## config.mk

```make
export PLATFORM = sky130hd
export DESIGN_NAME = register_file
export DESIGN_NICKNAME = d
export VERILOG_FILES = /design/src/regfile_types_pkg.sv /design/src/regfile_map_pkg.sv /design/src/readout_fifo.sv /design/src/multibyte_reg.sv /design/src/control_regs.sv /design/src/fifo_readout_channel.sv /design/src/register_file.sv
export SDC_FILE = /design/constraint.sdc
export NUM_CORES = 1
export LEC_CHECK = 0
export BUFFER_PORTS_ARGS = -buffer_cell sky130_fd_sc_hd__buf_4
export CORE_MARGIN = 2
export CORE_UTILIZATION = 58
export CTS_CLUSTER_SIZE = 30
export DETAILED_ROUTE_END_ITERATION = 16
export GPL_TIMING_DRIVEN = 0
export PLACE_DENSITY = 0.77
export SKIP_CTS_REPAIR_TIMING = 1
export SKIP_LAST_GASP = 1
export SYNTH_ARGS = -nofsm -noshare
export SYNTH_HDL_FRONTEND = slang
export SYNTH_SLANG_ARGS = --single-unit
```

## constraint.sdc

```tcl
create_clock -name clk -period 4.2 [get_ports clk]
set_input_delay 0.84 -clock clk [delete_from_list [all_inputs] [get_ports clk]]
set_output_delay 0.84 -clock clk [all_outputs]
set_load 0.02 [all_outputs]
```

## src/regfile_types_pkg.sv

```systemverilog
// ------------------------------
// register file types
// bus widths and the packed control structs
// ------------------------------
package regfile_types_pkg;

    typedef logic [7:0]  reg_byte_t;
    typedef logic [7:0]  reg_addr_t;
    typedef logic [31:0] eth_ip_t;
    typedef logic [15:0] eth_port_t;
    typedef logic [23:0] trig_delay_t;

    // first field is the msb, last field is register bit 0
    typedef struct packed {
        logic readback;
        logic res_n;
        logic load;
        logic data;
        logic clock2;
        logic clock1;
    } chip_config_t;

    typedef struct packed {
        logic tsoverflow_sync;
        logic synced;
        logic injection_chip;
        logic injection_gecco;
    } patgen_config_t;

    typedef struct packed {
        logic realign;
        logic trigger_synced;
        logic datamux;
        logic debug;
        logic trigger;
        logic rst;
        logic fifoclear;
        logic enable;
    } readout_control_t;

    typedef struct packed {
        logic trig_ro_reset_n;
        logic untriggered_ro_en;
        logic always_enable_b;
        logic sel_ext;
    } work_mode_t;

    // trig_edge is register bit 0
    typedef struct packed {
        logic [2:0] noise_suppression;
        logic [2:0] source;
        logic       ftdi_trigger;
        logic       trig_edge;
    } trigger_config_t;

endpackage

```

## src/regfile_map_pkg.sv

```systemverilog
// ------------------------------
// register file address map
// addresses, reset values and fixed bytes
// ------------------------------
package regfile_map_pkg;

    import regfile_types_pkg::*;

    // ------------------------------
    // addresses
    // ------------------------------
    localparam reg_addr_t addr_chip_config     = 8'd0;
    localparam reg_addr_t addr_patgen_config   = 8'd5;
    localparam reg_addr_t addr_readout_control = 8'd9;
    localparam reg_addr_t addr_work_mode       = 8'd20;
    localparam reg_addr_t addr_fifo_config     = 8'd21;
    localparam reg_addr_t addr_fifo_data       = 8'd24;
    localparam reg_addr_t addr_eth_ip          = 8'd30;
    localparam reg_addr_t addr_eth_port        = 8'd31;
    localparam reg_addr_t addr_trigger_config  = 8'd40;
    localparam reg_addr_t addr_trigger_delay   = 8'd41;
    localparam reg_addr_t addr_test            = 8'd80;

    // ------------------------------
    // reset values
    // ------------------------------
    // realign set out of reset
    localparam reg_byte_t   rst_readout_control = 8'h80;
    // trigger source 4
    localparam reg_byte_t   rst_trigger_config  = 8'h10;
    // 192.168.1.128
    localparam eth_ip_t     rst_eth_ip          = {8'd192, 8'd168, 8'd1, 8'd128};
    localparam eth_port_t   rst_eth_port        = 16'd1234;
    localparam trig_delay_t rst_trigger_delay   = '0;

    // ------------------------------
    // fixed values
    // ------------------------------
    localparam reg_byte_t test_pattern   = 8'hAB;
    // returned by dataset reads that start on an empty fifo
    localparam reg_byte_t fifo_filler    = 8'hFF;
    localparam int        dataset_reads  = 8;
    // position of the clear bit in the fifo config byte
    localparam int        fifo_clear_bit = 3;

endpackage

```

## src/readout_fifo.sv

```systemverilog
// ------------------------------
// single-clock byte FIFO
// first word fall through, head shown on dout
// ------------------------------
module readout_fifo #(
    parameter int fifo_depth = 16
) (
    input  logic                         clk,
    input  logic                         clear,
    input  logic                         push,
    input  regfile_types_pkg::reg_byte_t din,
    input  logic                         pop,
    output regfile_types_pkg::reg_byte_t dout,
    output logic                         full,
    output logic                         empty
);
    import regfile_types_pkg::*;

    localparam int               ptr_w    = (fifo_depth > 1) ? $clog2(fifo_depth) : 1;
    localparam int               cnt_w    = $clog2(fifo_depth + 1);
    localparam logic [ptr_w-1:0] last_ptr = ptr_w'(fifo_depth - 1);

    reg_byte_t        mem [fifo_depth];
    logic [ptr_w-1:0] wr_ptr;
    logic [ptr_w-1:0] rd_ptr;
    logic [cnt_w-1:0] count;
    logic             do_push;
    logic             do_pop;

    function automatic logic [ptr_w-1:0] next_ptr(input logic [ptr_w-1:0] ptr);
        return (ptr == last_ptr) ? '0 : ptr + 1'b1;
    endfunction

    // push on full and pop on empty are dropped
    assign do_push = push && !full;
    assign do_pop  = pop && !empty;
    assign full    = (count == cnt_w'(fifo_depth));
    assign empty   = (count == '0);
    assign dout    = mem[rd_ptr];

    always_ff @(posedge clk) begin
        if (do_push) begin
            mem[wr_ptr] <= din;
        end
    end

    always_ff @(posedge clk) begin
        if (clear) begin
            wr_ptr <= '0;
            rd_ptr <= '0;
            count  <= '0;
        end else begin
            if (do_push) begin
                wr_ptr <= next_ptr(wr_ptr);
            end
            if (do_pop) begin
                rd_ptr <= next_ptr(rd_ptr);
            end
            case ({do_push, do_pop})
                2'b10:   count <= count + 1'b1;
                2'b01:   count <= count - 1'b1;
                default: ;
            endcase
        end
    end

endmodule

```

## src/multibyte_reg.sv

```systemverilog
// ------------------------------
// multi-byte shift-in register
// bytes enter at the low end, reads cycle msb first
// ------------------------------
module multibyte_reg #(
    parameter int                     num_bytes   = 2,
    parameter logic [8*num_bytes-1:0] reset_value = '0
) (
    input  logic                         clk,
    input  logic                         rst,
    input  logic                         wr_sel,
    input  logic                         rd_sel,
    input  regfile_types_pkg::reg_byte_t write_data,
    output logic [8*num_bytes-1:0]       value,
    output regfile_types_pkg::reg_byte_t rd_byte
);
    localparam int               pos_w    = (num_bytes > 1) ? $clog2(num_bytes) : 1;
    localparam logic [pos_w-1:0] last_pos = pos_w'(num_bytes - 1);

    // 0 selects the most significant byte
    logic [pos_w-1:0] rd_pos;

    // ------------------------------
    // shift in
    // ------------------------------
    always_ff @(posedge clk) begin
        if (rst) begin
            value <= reset_value;
        end else if (wr_sel) begin
            value <= {value[8*num_bytes-9:0], write_data};
        end
    end

    // ------------------------------
    // read position
    // ------------------------------
    // wraps back to the msb after the last byte
    always_ff @(posedge clk) begin
        if (rst) begin
            rd_pos <= '0;
        end else if (rd_sel) begin
            rd_pos <= (rd_pos == last_pos) ? '0 : rd_pos + 1'b1;
        end
    end

    assign rd_byte = value[8*(num_bytes - 1 - int'(rd_pos)) +: 8];

endmodule

```

## src/control_regs.sv

```systemverilog
// ------------------------------
// plain 8-bit control registers
// write decode, read-back and struct outputs
// ------------------------------
module control_regs (
    input  logic                                clk,
    input  logic                                rst,
    input  regfile_types_pkg::reg_addr_t        address,
    input  logic                                write,
    input  regfile_types_pkg::reg_byte_t        write_data,
    output regfile_types_pkg::reg_byte_t        rd_byte,
    output logic                                hit,
    output regfile_types_pkg::chip_config_t     chip_config,
    output regfile_types_pkg::patgen_config_t   patgen_config,
    output regfile_types_pkg::readout_control_t readout_control,
    output regfile_types_pkg::work_mode_t       work_mode,
    output regfile_types_pkg::trigger_config_t  trigger_config
);
    import regfile_types_pkg::*;
    import regfile_map_pkg::*;

    reg_byte_t chip_config_q;
    reg_byte_t patgen_config_q;
    reg_byte_t readout_control_q;
    reg_byte_t work_mode_q;
    reg_byte_t trigger_config_q;

    always_ff @(posedge clk) begin
        if (rst) begin
            chip_config_q     <= '0;
            patgen_config_q   <= '0;
            readout_control_q <= rst_readout_control;
            work_mode_q       <= '0;
            trigger_config_q  <= rst_trigger_config;
        end else if (write) begin
            case (address)
                addr_chip_config:     chip_config_q     <= write_data;
                addr_patgen_config:   patgen_config_q   <= write_data;
                addr_readout_control: readout_control_q <= write_data;
                addr_work_mode:       work_mode_q       <= write_data;
                addr_trigger_config:  trigger_config_q  <= write_data;
                default: ;
            endcase
        end
    end

    // whole byte reads back, upper bits included
    always_comb begin
        hit     = 1'b1;
        rd_byte = '0;
        case (address)
            addr_chip_config:     rd_byte = chip_config_q;
            addr_patgen_config:   rd_byte = patgen_config_q;
            addr_readout_control: rd_byte = readout_control_q;
            addr_work_mode:       rd_byte = work_mode_q;
            addr_trigger_config:  rd_byte = trigger_config_q;
            default:              hit     = 1'b0;
        endcase
    end

    // struct outputs take the low bits
    assign chip_config     = chip_config_q[5:0];
    assign patgen_config   = patgen_config_q[3:0];
    assign readout_control = readout_control_q;
    assign work_mode       = work_mode_q[3:0];
    assign trigger_config  = trigger_config_q;

endmodule

```

## src/fifo_readout_channel.sv

```systemverilog
// ------------------------------
// readout FIFO channel
// dataset framing of 8 reads, config and status byte
// ------------------------------
module fifo_readout_channel #(
    parameter int fifo_depth = 16
) (
    input  logic                         clk,
    input  logic                         rst,
    input  regfile_types_pkg::reg_addr_t address,
    input  logic                         read,
    input  logic                         write,
    input  regfile_types_pkg::reg_byte_t write_data,
    input  logic                         fifo_wr_en,
    input  regfile_types_pkg::reg_byte_t fifo_din,
    output logic                         fifo_full,
    output regfile_types_pkg::reg_byte_t rd_byte,
    output logic                         hit
);
    import regfile_types_pkg::*;
    import regfile_map_pkg::*;

    localparam int count_w = $clog2(dataset_reads);

    // config bits 7..6
    logic [1:0]         cfg_mode;
    logic               cfg_clear;
    logic               fifo_clear;
    logic               fifo_empty;
    reg_byte_t          fifo_dout;
    logic [count_w-1:0] rd_count;
    logic               empty_at_start;
    logic               data_rd;
    logic               load_from_fifo;
    reg_byte_t          status;

    always_ff @(posedge clk) begin
        if (rst) begin
            cfg_mode  <= '0;
            cfg_clear <= 1'b0;
        end else if (write && address == addr_fifo_config) begin
            cfg_mode  <= write_data[7:6];
            cfg_clear <= write_data[fifo_clear_bit];
        end
    end

    // clear and reset pass one register stage before the fifo
    always_ff @(posedge clk) begin
        fifo_clear <= rst || cfg_clear;
    end

    // ------------------------------
    // dataset framing
    // ------------------------------
    assign data_rd = read && (address == addr_fifo_data);

    // first read of a dataset decides for all of its reads
    assign load_from_fifo = (rd_count == '0) ? !fifo_empty : !empty_at_start;

    always_ff @(posedge clk) begin
        if (rst) begin
            rd_count       <= '0;
            empty_at_start <= 1'b0;
        end else if (data_rd) begin
            rd_count <= rd_count + 1'b1;
            if (rd_count == '0) begin
                empty_at_start <= fifo_empty;
            end
        end
    end

    readout_fifo #(
        .fifo_depth(fifo_depth)
    ) readout_fifo_i (
        .clk  (clk),
        .clear(fifo_clear),
        .push (fifo_wr_en),
        .din  (fifo_din),
        .pop  (data_rd && load_from_fifo),
        .dout (fifo_dout),
        .full (fifo_full),
        .empty(fifo_empty)
    );

    assign status = {cfg_mode, fifo_full, fifo_empty, cfg_clear, 3'b000};

    always_comb begin
        hit     = 1'b1;
        rd_byte = '0;
        case (address)
            addr_fifo_config: rd_byte = status;
            addr_fifo_data:   rd_byte = load_from_fifo ? fifo_dout : fifo_filler;
            default:          hit     = 1'b0;
        endcase
    end

endmodule

```

## src/register_file.sv

```systemverilog
// ------------------------------
// register file top level
// host byte bus, multi-byte decode, read mux and done
// ------------------------------
module register_file #(
    parameter int fifo_depth = 16
) (
    input  logic                                clk,
    input  logic                                rst,
    input  regfile_types_pkg::reg_addr_t        address,
    input  logic                                read,
    input  logic                                write,
    input  regfile_types_pkg::reg_byte_t        write_data,
    output regfile_types_pkg::reg_byte_t        read_data,
    output logic                                done,
    output regfile_types_pkg::chip_config_t     chip_config,
    output regfile_types_pkg::patgen_config_t   patgen_config,
    output regfile_types_pkg::readout_control_t readout_control,
    output regfile_types_pkg::work_mode_t       work_mode,
    output regfile_types_pkg::trigger_config_t  trigger_config,
    output regfile_types_pkg::eth_ip_t          eth_ip,
    output regfile_types_pkg::eth_port_t        eth_port,
    output regfile_types_pkg::trig_delay_t      trigger_delay,
    input  logic                                fifo_wr_en,
    input  regfile_types_pkg::reg_byte_t        fifo_din,
    output logic                                fifo_full
);
    import regfile_types_pkg::*;
    import regfile_map_pkg::*;

    reg_byte_t ctrl_byte;
    logic      ctrl_hit;
    reg_byte_t chan_byte;
    logic      chan_hit;
    logic      ip_sel;
    logic      port_sel;
    logic      delay_sel;
    reg_byte_t ip_byte;
    reg_byte_t port_byte;
    reg_byte_t delay_byte;
    reg_byte_t mb_byte;
    logic      mb_hit;

    control_regs control_regs_i (
        .clk            (clk),
        .rst            (rst),
        .address        (address),
        .write          (write),
        .write_data     (write_data),
        .rd_byte        (ctrl_byte),
        .hit            (ctrl_hit),
        .chip_config    (chip_config),
        .patgen_config  (patgen_config),
        .readout_control(readout_control),
        .work_mode      (work_mode),
        .trigger_config (trigger_config)
    );

    fifo_readout_channel #(
        .fifo_depth(fifo_depth)
    ) fifo_readout_channel_i (
        .clk       (clk),
        .rst       (rst),
        .address   (address),
        .read      (read),
        .write     (write),
        .write_data(write_data),
        .fifo_wr_en(fifo_wr_en),
        .fifo_din  (fifo_din),
        .fifo_full (fifo_full),
        .rd_byte   (chan_byte),
        .hit       (chan_hit)
    );

    // ------------------------------
    // multi-byte registers
    // ------------------------------
    assign ip_sel    = (address == addr_eth_ip);
    assign port_sel  = (address == addr_eth_port);
    assign delay_sel = (address == addr_trigger_delay);

    multibyte_reg #(
        .num_bytes  ($bits(eth_ip_t) / 8),
        .reset_value(rst_eth_ip)
    ) eth_ip_i (
        .clk       (clk),
        .rst       (rst),
        .wr_sel    (write && ip_sel),
        .rd_sel    (read && ip_sel),
        .write_data(write_data),
        .value     (eth_ip),
        .rd_byte   (ip_byte)
    );

    multibyte_reg #(
        .num_bytes  ($bits(eth_port_t) / 8),
        .reset_value(rst_eth_port)
    ) eth_port_i (
        .clk       (clk),
        .rst       (rst),
        .wr_sel    (write && port_sel),
        .rd_sel    (read && port_sel),
        .write_data(write_data),
        .value     (eth_port),
        .rd_byte   (port_byte)
    );

    multibyte_reg #(
        .num_bytes  ($bits(trig_delay_t) / 8),
        .reset_value(rst_trigger_delay)
    ) trigger_delay_i (
        .clk       (clk),
        .rst       (rst),
        .wr_sel    (write && delay_sel),
        .rd_sel    (read && delay_sel),
        .write_data(write_data),
        .value     (trigger_delay),
        .rd_byte   (delay_byte)
    );

    always_comb begin
        mb_hit  = ip_sel || port_sel || delay_sel;
        mb_byte = delay_byte;
        if (ip_sel) begin
            mb_byte = ip_byte;
        end else if (port_sel) begin
            mb_byte = port_byte;
        end
    end

    // ------------------------------
    // read data and done
    // ------------------------------
    // unmapped reads keep the old byte but still answer with done
    always_ff @(posedge clk) begin
        if (rst) begin
            read_data <= '0;
            done      <= 1'b0;
        end else begin
            done <= read;
            if (read) begin
                if (ctrl_hit) begin
                    read_data <= ctrl_byte;
                end else if (chan_hit) begin
                    read_data <= chan_byte;
                end else if (mb_hit) begin
                    read_data <= mb_byte;
                end else if (address == addr_test) begin
                    read_data <= test_pattern;
                end
            end
        end
    end

endmodule

```

# ---- Yosys cells after proc, flatten, opt, wreduce, memory -nomap -nowiden
# Memories as Yosys holds them, arrays and structs flattened. A register that Yosys moved wholly into a read port is not among the register bits.
# Index checks and enable logic that the tools add are counted.
# Widths: inputs -> output; s select.
dict set report totals {
  reg_bits 147
  latchBits 0
  ram_bits 128
  romBits 0
  inputBits 29
  output_inout_bits 112
  wordCells 106
  n_memories 1
}
dict set report classes {
  add_sub_neg 11
  mul 0
  div 0
  magnitude_cmp 0
  eq_ne 17
  shifts 3
  muxes 22
  bitwise 0
  reduce_logical 31
}
# name words word_bits read_ports rd_ports_with_merged_regs wr line
set mem_list {}
lappend mem_list {fifo_readout_channel_i.readout_fifo_i.mem 16 8 1 1 1 readout_fifo.sv:23} ;# reg_byte_t mem [fifo_depth];
# operator n
set op_table {}
lappend op_table {{$mux 8} 7}
lappend op_table {{$eq 8x5->1 const B} 5}
lappend op_table {{$pmux 8 s5} 1}
lappend op_table {{$shiftx 16x32->8} 1}
lappend op_table {{$shiftx 24x32->8} 1}
lappend op_table {{$shiftx 32x32->8} 1}
lappend op_table {{$eq 8x6->1 const B} 2}
lappend op_table {{$mux 4} 4}
lappend op_table {{$pmux 8 s2} 1}
lappend op_table {{$reduce_and 2->1} 7}
lappend op_table {{$logic_and 1x1->1} 11}
lappend op_table {{$pmux 5 s2} 1}
lappend op_table {{$add 4x1->4 const B} 2}
lappend op_table {{$eq 4x4->1 const B} 2}
lappend op_table {{$eq 8x3->1 const B} 1}
lappend op_table {{$eq 8x4->1 const B} 1}
lappend op_table {{$eq 8x7->1 const B} 1}
lappend op_table {{$logic_not 8->1} 1}
lappend op_table {{$eq 2x2->1 const B} 3}
lappend op_table {{$mux 1} 6}
lappend op_table {{$sub 2x2->3 const A} 2}
lappend op_table {{$add 5x1->5 const B} 1}
lappend op_table {{$eq 5x5->1 const B} 1}
lappend op_table {{$logic_not 5->1} 1}
lappend op_table {{other kinds (14)} 20}

# ---- Depth between registers and ports, before layout
# Gate-level depths: netlist (run 1).
dict set report logic_depth {
  word_depth 7
  depth_mapped 16
  ltp_nobuf 13
}

# ---- By module
# From an unflattened synthesis (run 1), not the netlist that was laid out.
dict set report hier_totals {
  hier_cells 1009
  area_unflattened_um2 12600.8
}
# mod instances cells_per_inst area_per_inst_um2 seq_area_each_um2
set modules_own_cells {}
lappend modules_own_cells {readout_fifo 1 296 5855.6 4184.0}
lappend modules_own_cells {control_regs 1 217 1928.1 800.8}
lappend modules_own_cells {{multibyte_reg (eth_ip_i)} 1 122 1441.4 680.7}
lappend modules_own_cells {{multibyte_reg (trigger_delay_i)} 1 118 1191.1 520.5}
lappend modules_own_cells {register_file 1 121 919.6 180.2}
lappend modules_own_cells {{multibyte_reg (eth_port_i)} 1 64 721.9 340.3}
lappend modules_own_cells {fifo_readout_channel 1 71 543.0 160.2}

# ---- Worst setup path after synthesis (run 1)
# No wires, ideal clock.
dict set report synth_timing {
  path_type {input -> register}
  from {input address[5]}
  to {register fifo_readout_channel_i.readout_fifo_i.count[4]}
  setup_ns 0.070
  arrival_time_ns 3.811
  required_time_ns 4.130
  setup_slack_ns 0.319
  stages 13
  n_path_buf 1
  path_cell_list {nor4b_1 nand3_1 a2111oi_0 ha_1 clkbuf_1 xor2_1 ha_1 o21a_1 o22a_1 a21oi_1 xor2_1 or3_1 a21oi_1}
}
dict set report synth_between {
  elab_chain_len 6
  elab_cells_between_ends 8
  cone_classes {eq/ne: 3; mux: 1; reduce/logical: 4}
}
# element line
set synth_rtl {}
lappend synth_rtl {{start, declared} register_file.sv:10} ;# input regfile_types_pkg::reg_addr_t address,
lappend synth_rtl {{$eq 8x5->1 *} fifo_readout_channel.sv:55} ;# assign data_rd = read && (address == addr_fifo_data);
lappend synth_rtl {{$logic_and 1x1->1 *} fifo_readout_channel.sv:55}
lappend synth_rtl {{$logic_and 1x1->1 *} fifo_readout_channel.sv:79} ;# .pop (data_rd && load_from_fifo),
lappend synth_rtl {{$logic_and 1x1->1 *} readout_fifo.sv:36} ;# assign do_pop = pop && !empty;
lappend synth_rtl {{$eq 2x1->1 or $eq 2x2->1 (tied branches)} readout_fifo.sv:59} ;# case ({do_push, do_pop})
lappend synth_rtl {{$pmux 5 s2 or $reduce_bool 2->1 (tied branches)} -}
lappend synth_rtl {{end signal, assigned} readout_fifo.sv:60} ;# 2'b10: count <= count + 1'b1;
lappend synth_rtl {{end signal, assigned} readout_fifo.sv:61} ;# 2'b01: count <= count - 1'b1;
lappend synth_rtl {{end, declared} readout_fifo.sv:26} ;# logic [cnt_w-1:0] count;
# Mark *: on every way between the ends. The rest lies on a longest branch, timed or not.
# A chain may end at the register's enable or synchronous reset.

# ---- Final worst setup path (run 1)
# Ends and elaborated chain as after synthesis.

==> results of run 1 <==
tightest hold or removal path, stage by stage, from the launching register on:
cell,delay [ns]
dfxtp_1,0.31
nand2_1,0.05
a21oi_1,0.05
registers in the layout, summed over array words and instances (netlist names), 8 cells and up, named ones only:
signal	cells
fifo_readout_channel_i.readout_fifo_i.mem	128
eth_ip_i.value	32
trigger_delay_i.value	24
eth_port_i.value	16
control_regs_i.chip_config_q	8
control_regs_i.patgen_config_q	8
control_regs_i.readout_control	8
control_regs_i.trigger_config	8
control_regs_i.work_mode_q	8
read_data	8
stage by stage:
step	hold slack (ns)	worst slack, ns
2_1_floorplan	0.403	0.319
3_3_place_gp	0.440	-0.491
3_5_place_dp	0.444	-0.531
4_1_cts	0.453	0.0246
5_1_grt	0.473	0.102
6_report	0.457	0.368
Yosys cell counts (4+ instances only):
library cell / n
a21oi_1: 117
a221o_1: 5
a222oi_1: 8
a22o_1: 9
a22oi_1: 11
a31oi_1: 9
and2_1: 5
and3_1: 5
buf_2: 11
buf_4: 18
clkbuf_1: 64
dfxtp_1: 151
edfxtp_1: 128
ha_1: 15
inv_1: 10
mux2_2: 4
mux2i_1: 27
mux4_2: 40
nand2_1: 223
nand2b_1: 11
nand3_1: 58
nand3b_1: 13
nand4b_1: 4
nor2_1: 44
nor2b_1: 5
nor3_1: 6
o21ai_0: 15
or3_1: 7
xor2_1: 9
metal layers:
layer  track usage  vias up  wire length, µm
li1              -     4262                -
met1         0.429     4615            13400
met2         0.463      507            15000
met3        0.0617       73             3560
met4        0.0762        0              849
met5             0        -                0
area by class of cell:
| class | count | area, µm² |
|---|---|---|
| clock buffers | 37 | 806 |
| clock inverters | 16 | 135 |
| well taps | 270 | 338 |
| flip-flops and latches | 279 | 6870 |
| inverters | 10 | 37.5 |
| multi-input cells | 704 | 4670 |
| fillers | 1506 | 6030 |
| repair buffers | 129 | 968 |
| plain buffers | 96 | 444 |
how the worst min path moves through the flow:
stage / start / end / cells past startpoint
floorplan: fifo_readout_channel_i.fifo_clear / fifo_readout_channel_i.readout_fifo_i.count[4] / 1
global placement: fifo_readout_channel_i.cfg_mode[1] / fifo_readout_channel_i.cfg_mode[1] / 2
detailed placement: fifo_readout_channel_i.cfg_mode[1] / fifo_readout_channel_i.cfg_mode[1] / 2
CTS: fifo_readout_channel_i.cfg_mode[1] / fifo_readout_channel_i.cfg_mode[1] / 2
global route: control_regs_i.chip_config_q[7] / control_regs_i.chip_config_q[7] / 2
finish: control_regs_i.chip_config_q[6] / control_regs_i.chip_config_q[6] / 2
power breakdown:
part / internal (mW) / switching [mW]
Clock: 1.47 / 1.05
Sequential: 2.86 / 0.0108
Combinational: 0.0602 / 0.149
logic make-up after synthesis:
| logic type | after synthesis | synth area share |
|---|---|---|
| mux | 71 | 0.101 |
| buf+inv | 106 | 0.0401 |
| compound gates | 202 | 0.105 |
| xor+xnor | 12 | 0.00876 |
| flops | 279 | 0.572 |
| fa+ha+maj | 15 | 0.0156 |
| simple gates | 404 | 0.157 |
==> impl_metrics.json, run 1 <==
{
  "utilization": 0.703,
  "power.leakage_nw": 4.96,
  "placementRows": 52,
  "critPathLaunch": "address[5]",
  "final_common_cell": "nand2_1",
  "synth_edf_count": 128,
  "cpLargestDelayFamily": "compound AO/OA/AOI/OAI gates",
  "die_area_mm2": 0.0219,
  "required_ns": 4.68,
  "ios": 141,
  "stdcell_count": 1541,
  "path_depth": 14,
  "finalSetupViolations": 0,
  "path_buf_inv": 2,
  "slew_viol_final": 0,
  "ir_drop_v": 0.000352,
  "status": "finished clean",
  "syn-num-nets": 1133,
  "p_per_area_mw_per_mm2": 393,
  "synth_area_leader_cell": "edfxtp_1",
  "wl_per_cell_um": 21.3,
  "hold_class": "reg -> reg",
  "io_buffers": 128,
  "clock_latency_ns": 0.54,
  "fmax_mhz": 261,
  "syn2layout_area_growth_pct": 18.9,
  "clk_pin_slew_ns": 0.06,
  "grt_pass1_vias": 9005,
  "yosysUniqueCellTypes": 64,
  "ys_seq_elements": 279,
  "worst_slew_pin_slew_ns": 1.16,
  "power_mw": 5.60,
  "grtUsageTotal": 0.297,
  "cts_buffers": 29,
  "die_h_um": 148,
  "gr-total-overflow": 0,
  "path_cells": "buf_4 -> nor4b_2 -> nand3_1 -> a2111oi_1 -> ha_1 -> clkbuf_1 -> xor2_1 -> ha_1 -> o21a_1 -> o22a_1 -> a21oi_1 -> xor2_1 -> or3_1 -> a21oi_1",
  "syn_area_per_cell_um2": 11.0,
  "post-route-period-util": 0.912,
  "rsz0062_at_grt": "no",
  "dp_hpwl_um": 22700,
  "final_cell_mix": "nand2_1 (223), dfxtp_1 (151), buf_4 (146), edfxtp_1 (128), a21oi_1 (117)",
  "cp_max_fo": 7,
  "crit_end": "fifo_readout_channel_i.readout_fifo_i.count[4]",
  "cp-end-kind": "flip-flop",
  "grt_max_degree": 17,
  "max_slew_margin": 0.218,
  "startpoint_type": "input port",
  "drive_gt1_frac": 0.206,
  "synth_area_mm2": 0.0120,
  "drcViolationCount": 0,
  "finalInstanceArea_mm2": 0.0143,
  "yosys_warnings": 0,
  "synth_top_area_share": 0.320,
  "cts.sinks": 279,
  "die_w_um": 148,
  "cts.path.max_buffers": 3,
  "postRouteAntennaNets": 0,
  "antenna_found_initial": 1,
  "async_flop_share": 0,
  "drv_cap": 0,
  "tritoncts": "yes",
  "critPathKind": "in -> reg",
  "routed_via_density": 6.14,
  "min_period_ns": 3.83,
  "synthFlopType": "dfxtp_1",
  "drt-initial-drc-count": 988,
  "crit_path_top_delay_cell": "a2111oi_1",
  "worstPathArrival_ns": 4.31,
  "vias": 9457,
  "synth.area.top_cells": "edfxtp_1 (32%), dfxtp_1 (25%), mux4_2 (7.5%), nand2_1 (7.0%), a21oi_1 (4.9%)",
  "placed_area_mm2": 0.0133,
  "place_inst": 1487,
  "initial_core_util": 0.591,
  "nets": 1293,
  "gp_congestion": 0.942,
  "slowest_delay_ns": 0.66,
  "skew_ns": 0.0126,
  "rrSetupSlack_ns": 0.58,
  "grt_pass1_wl_um": 50500,
  "setup_tns_ns": 0,
  "reg2reg_to": "fifo_readout_channel_i.readout_fifo_i.count[4]",
  "ys_seq_area_frac": 0.572,
  "h-tree-depth": 1,
  "core_area_mm2": 0.0203,
  "cts-root-buf": "clkbuf_16",
  "synthCells": 1089,
  "hold_viol_final": 0,
  "antenna_cells": 0,
  "crit-reg2reg-launch": "fifo_readout_channel_i.readout_fifo_i.count[1]",
  "wl_um": 32800,
  "ff2ff_path_depth": 14,
  "drtPass1Iterations": 7
}
No activity file was read; power rests on OpenSTA's default activity.
==> run 2, diff against run 1 <==
==> constraint.sdc (replaced) <==
create_clock -name clk -period 3.8 [get_ports clk]
set_input_delay 0.76 -clock clk [delete_from_list [all_inputs] [get_ports clk]]
set_output_delay 0.76 -clock clk [all_outputs]
set_load 0.02 [all_outputs]
==> impl_metrics.json, run 2 (synthesis gave the netlist of run 1 again) <==
{
  "nets": 1295,
  "grt_pass1_wl_um": 51400,
  "hold_viol_final": 0,
  "cts-root-buf": "clkbuf_16",
  "antenna_cells": 0,
  "skew_ns": 0.00649,
  "die_h_um": 148,
  "p_sw_mw": 1.37,
  "io_buffers": 128,
  "fmax_mhz": 289,
  "final_cell_mix": "nand2_1 (223), dfxtp_1 (151), buf_4 (147), edfxtp_1 (128), a21oi_1 (117)",
  "cp-end-kind": "flip-flop",
  "place_inst": 1487,
  "cp_max_fo": 8,
  "routed_via_density": 6.23,
  "die_area_mm2": 0.0219,
  "drv_cap": 0,
  "ios": 141,
  "syn2layout_area_growth_pct": 20.1,
  "drive_gt1_frac": 0.213,
  "initial_core_util": 0.591,
  "wl_um": 33400,
  "cts.path.max_buffers": 3,
  "hold_class": "reg -> reg",
  "slowest_delay_ns": 0.47,
  "die_w_um": 148,
  "finalSetupViolations": 0,
  "placementRows": 52,
  "crit_path_top_delay_cell": "nor2b_1",
  "drcViolationCount": 0,
  "dp_hpwl_um": 22900,
  "status": "finished clean",
  "drtPass1Iterations": 6,
  "regMostFlops": "fifo_readout_channel_i.readout_fifo_i.mem",
  "postRouteAntennaNets": 0,
  "final_common_cell": "nand2_1",
  "clk_pin_slew_ns": 0.06,
  "post-route-period-util": 0.911,
  "reg.largest.list": "fifo_readout_channel_i.readout_fifo_i.mem: 128 flops, eth_ip_i.value: 32 flops, trigger_delay_i.value: 24 flops",
  "nFillCells": 1491,
  "whs_ns": 0.457,
  "required_ns": 4.29,
  "vias": 9624,
  "gr-total-overflow": 0,
  "tritoncts": "yes",
  "startpoint_type": "flip-flop",
  "ff_latch_area_mm2": 0.00687,
  "grt_pass1_vias": 9217,
  "slew_viol_final": 0,
  "power.leakage_nw": 5.02,
  "worst_slew_pin_slew_ns": 1.35,
  "stdcell_count": 1544,
  "path_cells": "clkbuf_1 -> nor4_2 -> nor2b_1 -> a2111oi_2 -> ha_1 -> clkbuf_2 -> xor2_1 -> ha_1 -> o21a_1 -> o22a_1 -> a21oi_1 -> xor2_1 -> or3_1 -> a21oi_1",
  "antenna_found_initial": 2,
  "utilization": 0.710,
  "h-tree-depth": 1,
  "seqPwrFrac": 0.485,
  "intPower_mw": 5.18,
  "ir_drop_v": 0.000373,
  "worstPathArrival_ns": 3.95,
  "drt-initial-drc-count": 1031,
  "p_sw_frac": 0.209,
  "min_period_ns": 3.46,
  "critPathKind": "reg -> reg",
  "grt_max_degree": 17,
  "largest_reg_flops": 128,
  "power_mw": 6.55,
  "pwr-share-comb": 0.036,
  "multi_input_area_mm2": 0.00468,
  "cts.sinks": 279,
  "rrSetupSlack_ns": 0.34,
  "clock_latency_ns": 0.55,
  "core_area_mm2": 0.0203,
  "rsz0062_at_grt": "no",
  "max_slew_margin": 0.0910,
  "wl_per_cell_um": 21.6,
  "setup_tns_ns": 0,
  "grtUsageTotal": 0.303,
  "gp_congestion": 0.960,
  "p_per_area_mw_per_mm2": 454,
  "p_clk_frac": 0.479,
  "cts_buffers": 29
}
run 2: changes by cell type in the layout (fill, tap and decap cells not counted), sizes merged:
cell and delta:
buf +1, bufinv +5, clkinv -6, clkinvlp +3
run 2: critical path, delay by kind of cell (launching register included):
| family | cells | cell delay, ns |
|---|---|---|
| flip-flops | 1 | 0.29 |
| AO/OA/AOI/OAI | 5 | 0.80 |
| buffers and inverters | 2 | 0.36 |
| adder cells (fa/ha/maj) | 2 | 0.47 |
| AND/OR/NAND/NOR | 3 | 1.20 |
| XOR/XNOR | 2 | 0.26 |
run 2: path summary, 6_finish.rpt:
kind,start,to,cells past startpoint
worst max-delay path,fifo_readout_channel_i.readout_fifo_i.count[1],fifo_readout_channel_i.readout_fifo_i.count[4],14
worst min-delay path,control_regs_i.chip_config_q[6],control_regs_i.chip_config_q[6],2
worst max register to register,fifo_readout_channel_i.readout_fifo_i.count[1],fifo_readout_channel_i.readout_fifo_i.count[4],14
worst min register to register,control_regs_i.chip_config_q[6],control_regs_i.chip_config_q[6],2
run 2: final cells by class:
class,count,share of cell area
buffer,96,0.0309
clock buffer,36,0.0544
clock inverter,18,0.0198
inverter,10,0.00260
multi-input combinational,704,0.325
sequential,279,0.476
tap,270,0.0234
timing repair buffer,131,0.0682
run 2: power by group through the flow:
stage,clock [mW],sequential (mW),combinational (mW)
2_1_floorplan,0,3.24,0.121
3_3_place_gp,0,3.24,0.217
3_5_place_dp,0,3.24,0.223
4_1_cts,3.15,3.18,0.225
5_1_grt,3.27,3.18,0.252
6_report,3.14,3.17,0.236
run 2: per-stage QoR:
step / instance area, µm² / setup slack, ns
after global routing: 14400 / 0.0823
after detailed placement: 13300 / -0.775
after CTS: 14400 / -0.229
after global placement: 13300 / -0.653
after floorplan: 12000 / 0.0693
final: 14400 / 0.339
run 2: metal layers:
metal	vias up	routed length (µm)	GRT usage
li1	4262	-	-
met1	4664	13100	0.424
met2	604	15500	0.482
met3	92	3660	0.0639
met4	2	1090	0.0938
met5	-	15	0
==> run 3, diff against run 2 <==
--- a/config.mk
+++ b/config.mk
@@ -7,11 +7,11 @@
 export LEC_CHECK = 0
 export BUFFER_PORTS_ARGS = -buffer_cell sky130_fd_sc_hd__buf_4
 export CORE_MARGIN = 2
-export CORE_UTILIZATION = 58
+export CORE_UTILIZATION = 40
 export CTS_CLUSTER_SIZE = 30
 export DETAILED_ROUTE_END_ITERATION = 16
 export GPL_TIMING_DRIVEN = 0
-export PLACE_DENSITY = 0.77
+export PLACE_DENSITY = 0.56
 export SKIP_CTS_REPAIR_TIMING = 1
 export SKIP_LAST_GASP = 1
 export SYNTH_ARGS = -nofsm -noshare
==> impl_metrics.json, run 3 (synthesis gave the netlist of run 1 again) <==
{
  "wl_per_cell_um": 20.7,
  "wl_um": 34500,
  "final_common_cell": "nand2_1",
  "regMostFlops": "fifo_readout_channel_i.readout_fifo_i.mem",
  "grtUsageTotal": 0.215,
  "p_sw_frac": 0.220,
  "cts.sinks": 279,
  "cts.path.max_buffers": 3,
  "final_cell_mix": "nand2_1 (223), dfxtp_1 (151), buf_4 (148), edfxtp_1 (128), a21oi_1 (117)",
  "hold_viol_final": 0,
  "seqPwrFrac": 0.513,
  "antenna_found_initial": 1,
  "die_w_um": 177,
  "core_area_mm2": 0.0296,
  "vias": 9159,
  "gr-total-overflow": 0,
  "nets": 1296,
  "grt_pass1_vias": 8462,
  "grt_pass1_wl_um": 50900,
  "place_inst": 1609,
  "drcViolationCount": 0,
  "startpoint_type": "flip-flop",
  "reg.largest.list": "fifo_readout_channel_i.readout_fifo_i.mem: 128 flops, eth_ip_i.value: 32 flops, trigger_delay_i.value: 24 flops",
  "drtPass1Iterations": 6,
  "antenna_cells": 0,
  "cts-root-buf": "clkbuf_16",
  "initial_core_util": 0.406,
  "cp_max_fo": 9,
  "postRouteAntennaNets": 0,
  "cp-end-kind": "flip-flop",
  "status": "finished clean",
  "cts_buffers": 30,
  "clk_pin_slew_ns": 0.06,
  "worstPathArrival_ns": 3.86,
  "p_sw_mw": 1.36,
  "syn2layout_area_growth_pct": 20.4,
  "h-tree-depth": 1,
  "dp_hpwl_um": 24800,
  "max_slew_margin": 0.0901,
  "nFillCells": 2722,
  "skew_ns": 0.0402,
  "drt-initial-drc-count": 901,
  "slew_viol_final": 0,
  "fmax_mhz": 296,
  "worst_slew_pin_slew_ns": 1.35,
  "post-route-period-util": 0.889,
  "stdcell_count": 1666,
  "hold_class": "reg -> reg",
  "power_mw": 6.19,
  "intPower_mw": 4.82,
  "clock_latency_ns": 0.58,
  "rsz0062_at_grt": "no",
  "die_area_mm2": 0.0314,
  "routed_via_density": 5.50,
  "critPathKind": "reg -> reg",
  "pwr-share-comb": 0.038,
  "tritoncts": "yes",
  "required_ns": 4.28,
  "ir_drop_v": 0.000398,
  "io_buffers": 128,
  "power.leakage_nw": 4.97,
  "min_period_ns": 3.38,
  "drv_cap": 0,
  "die_h_um": 177,
  "ios": 141,
  "p_per_area_mw_per_mm2": 428,
  "placed_area_mm2": 0.0135,
  "drive_gt1_frac": 0.208,
  "grt_max_degree": 18,
  "finalInstanceArea_mm2": 0.0144,
  "p_clk_frac": 0.449,
  "placementRows": 63,
  "finalSetupViolations": 0,
  "largest_reg_flops": 128,
  "gp_congestion": 0.859
}
## run 3: metal layers
| metal | wire length (µm) | global-route usage |
|---|---|---|
| met3 | 2070 | 0.0284 |
| met5 | 0 | 0 |
| met2 | 15900 | 0.344 |
| met4 | 1000 | 0.0647 |
| met1 | 15500 | 0.305 |
## run 3: power by group through the flow
| stage | clock network (mW) | registers (mW) | logic, mW |
|---|---|---|---|
| floorplan | 0 | 3.24 | 0.121 |
| global placement | 0 | 3.24 | 0.230 |
| detailed placement | 0 | 3.24 | 0.233 |
| CTS | 2.83 | 3.17 | 0.234 |
| global route | 2.94 | 3.17 | 0.255 |
| finish | 2.77 | 3.17 | 0.237 |
## run 3: path summary, 6_finish.rpt
path	end	cells after the start	slack, ns	start
max	fifo_readout_channel_i.readout_fifo_i.count[4]	16	0.42	fifo_readout_channel_i.readout_fifo_i.count[1]
min	fifo_readout_channel_i.cfg_mode[1]	2	0.45	fifo_readout_channel_i.cfg_mode[1]
max reg2reg	fifo_readout_channel_i.readout_fifo_i.count[4]	16	0.42	fifo_readout_channel_i.readout_fifo_i.count[1]
min reg2reg	fifo_readout_channel_i.cfg_mode[1]	2	0.45	fifo_readout_channel_i.cfg_mode[1]
## run 3: worst max-delay path: stages, from the launching register on
cell	delay, ns
dfxtp_1	0.30
clkbuf_1	0.29
nor4_2	0.12
nand2_1	0.12
and2_1	0.12
clkbuf_1	0.38
inv_1	0.13
ha_1	0.24
clkbuf_2	0.17
xor2_1	0.16
ha_1	0.22
o21a_1	0.18
o22a_1	0.19
a21oi_1	0.16
xor2_1	0.09
or3_1	0.31
a21oi_1	0.14
## run 3: final cells by class
class	instances	area, µm²	share of cell area
Sequential cell	279	6870	0.475
Multi-Input combinational cell	704	4670	0.324
Timing Repair Buffer	131	981	0.0679
Clock buffer	46	881	0.0610
Tap cell	390	488	0.0338
Buffer	96	445	0.0308
Clock inverter	10	73.8	0.00511
Inverter	10	37.5	0.00260
## run 3: per-stage QoR
step / hold WS, ns / setup TNS [ns] / utilization / setup slack, ns
2_1_floorplan: 0.403 / 0 / - / 0.0693
3_3_place_gp: 0.439 / -0.798 / 0.455 / -0.570
3_5_place_dp: 0.443 / -0.901 / 0.456 / -0.616
4_1_cts: 0.451 / -0.0510 / 0.488 / -0.0510
5_1_grt: 0.474 / 0 / 0.489 / 0.0852
6_report: 0.454 / 0 / 0.489 / 0.422
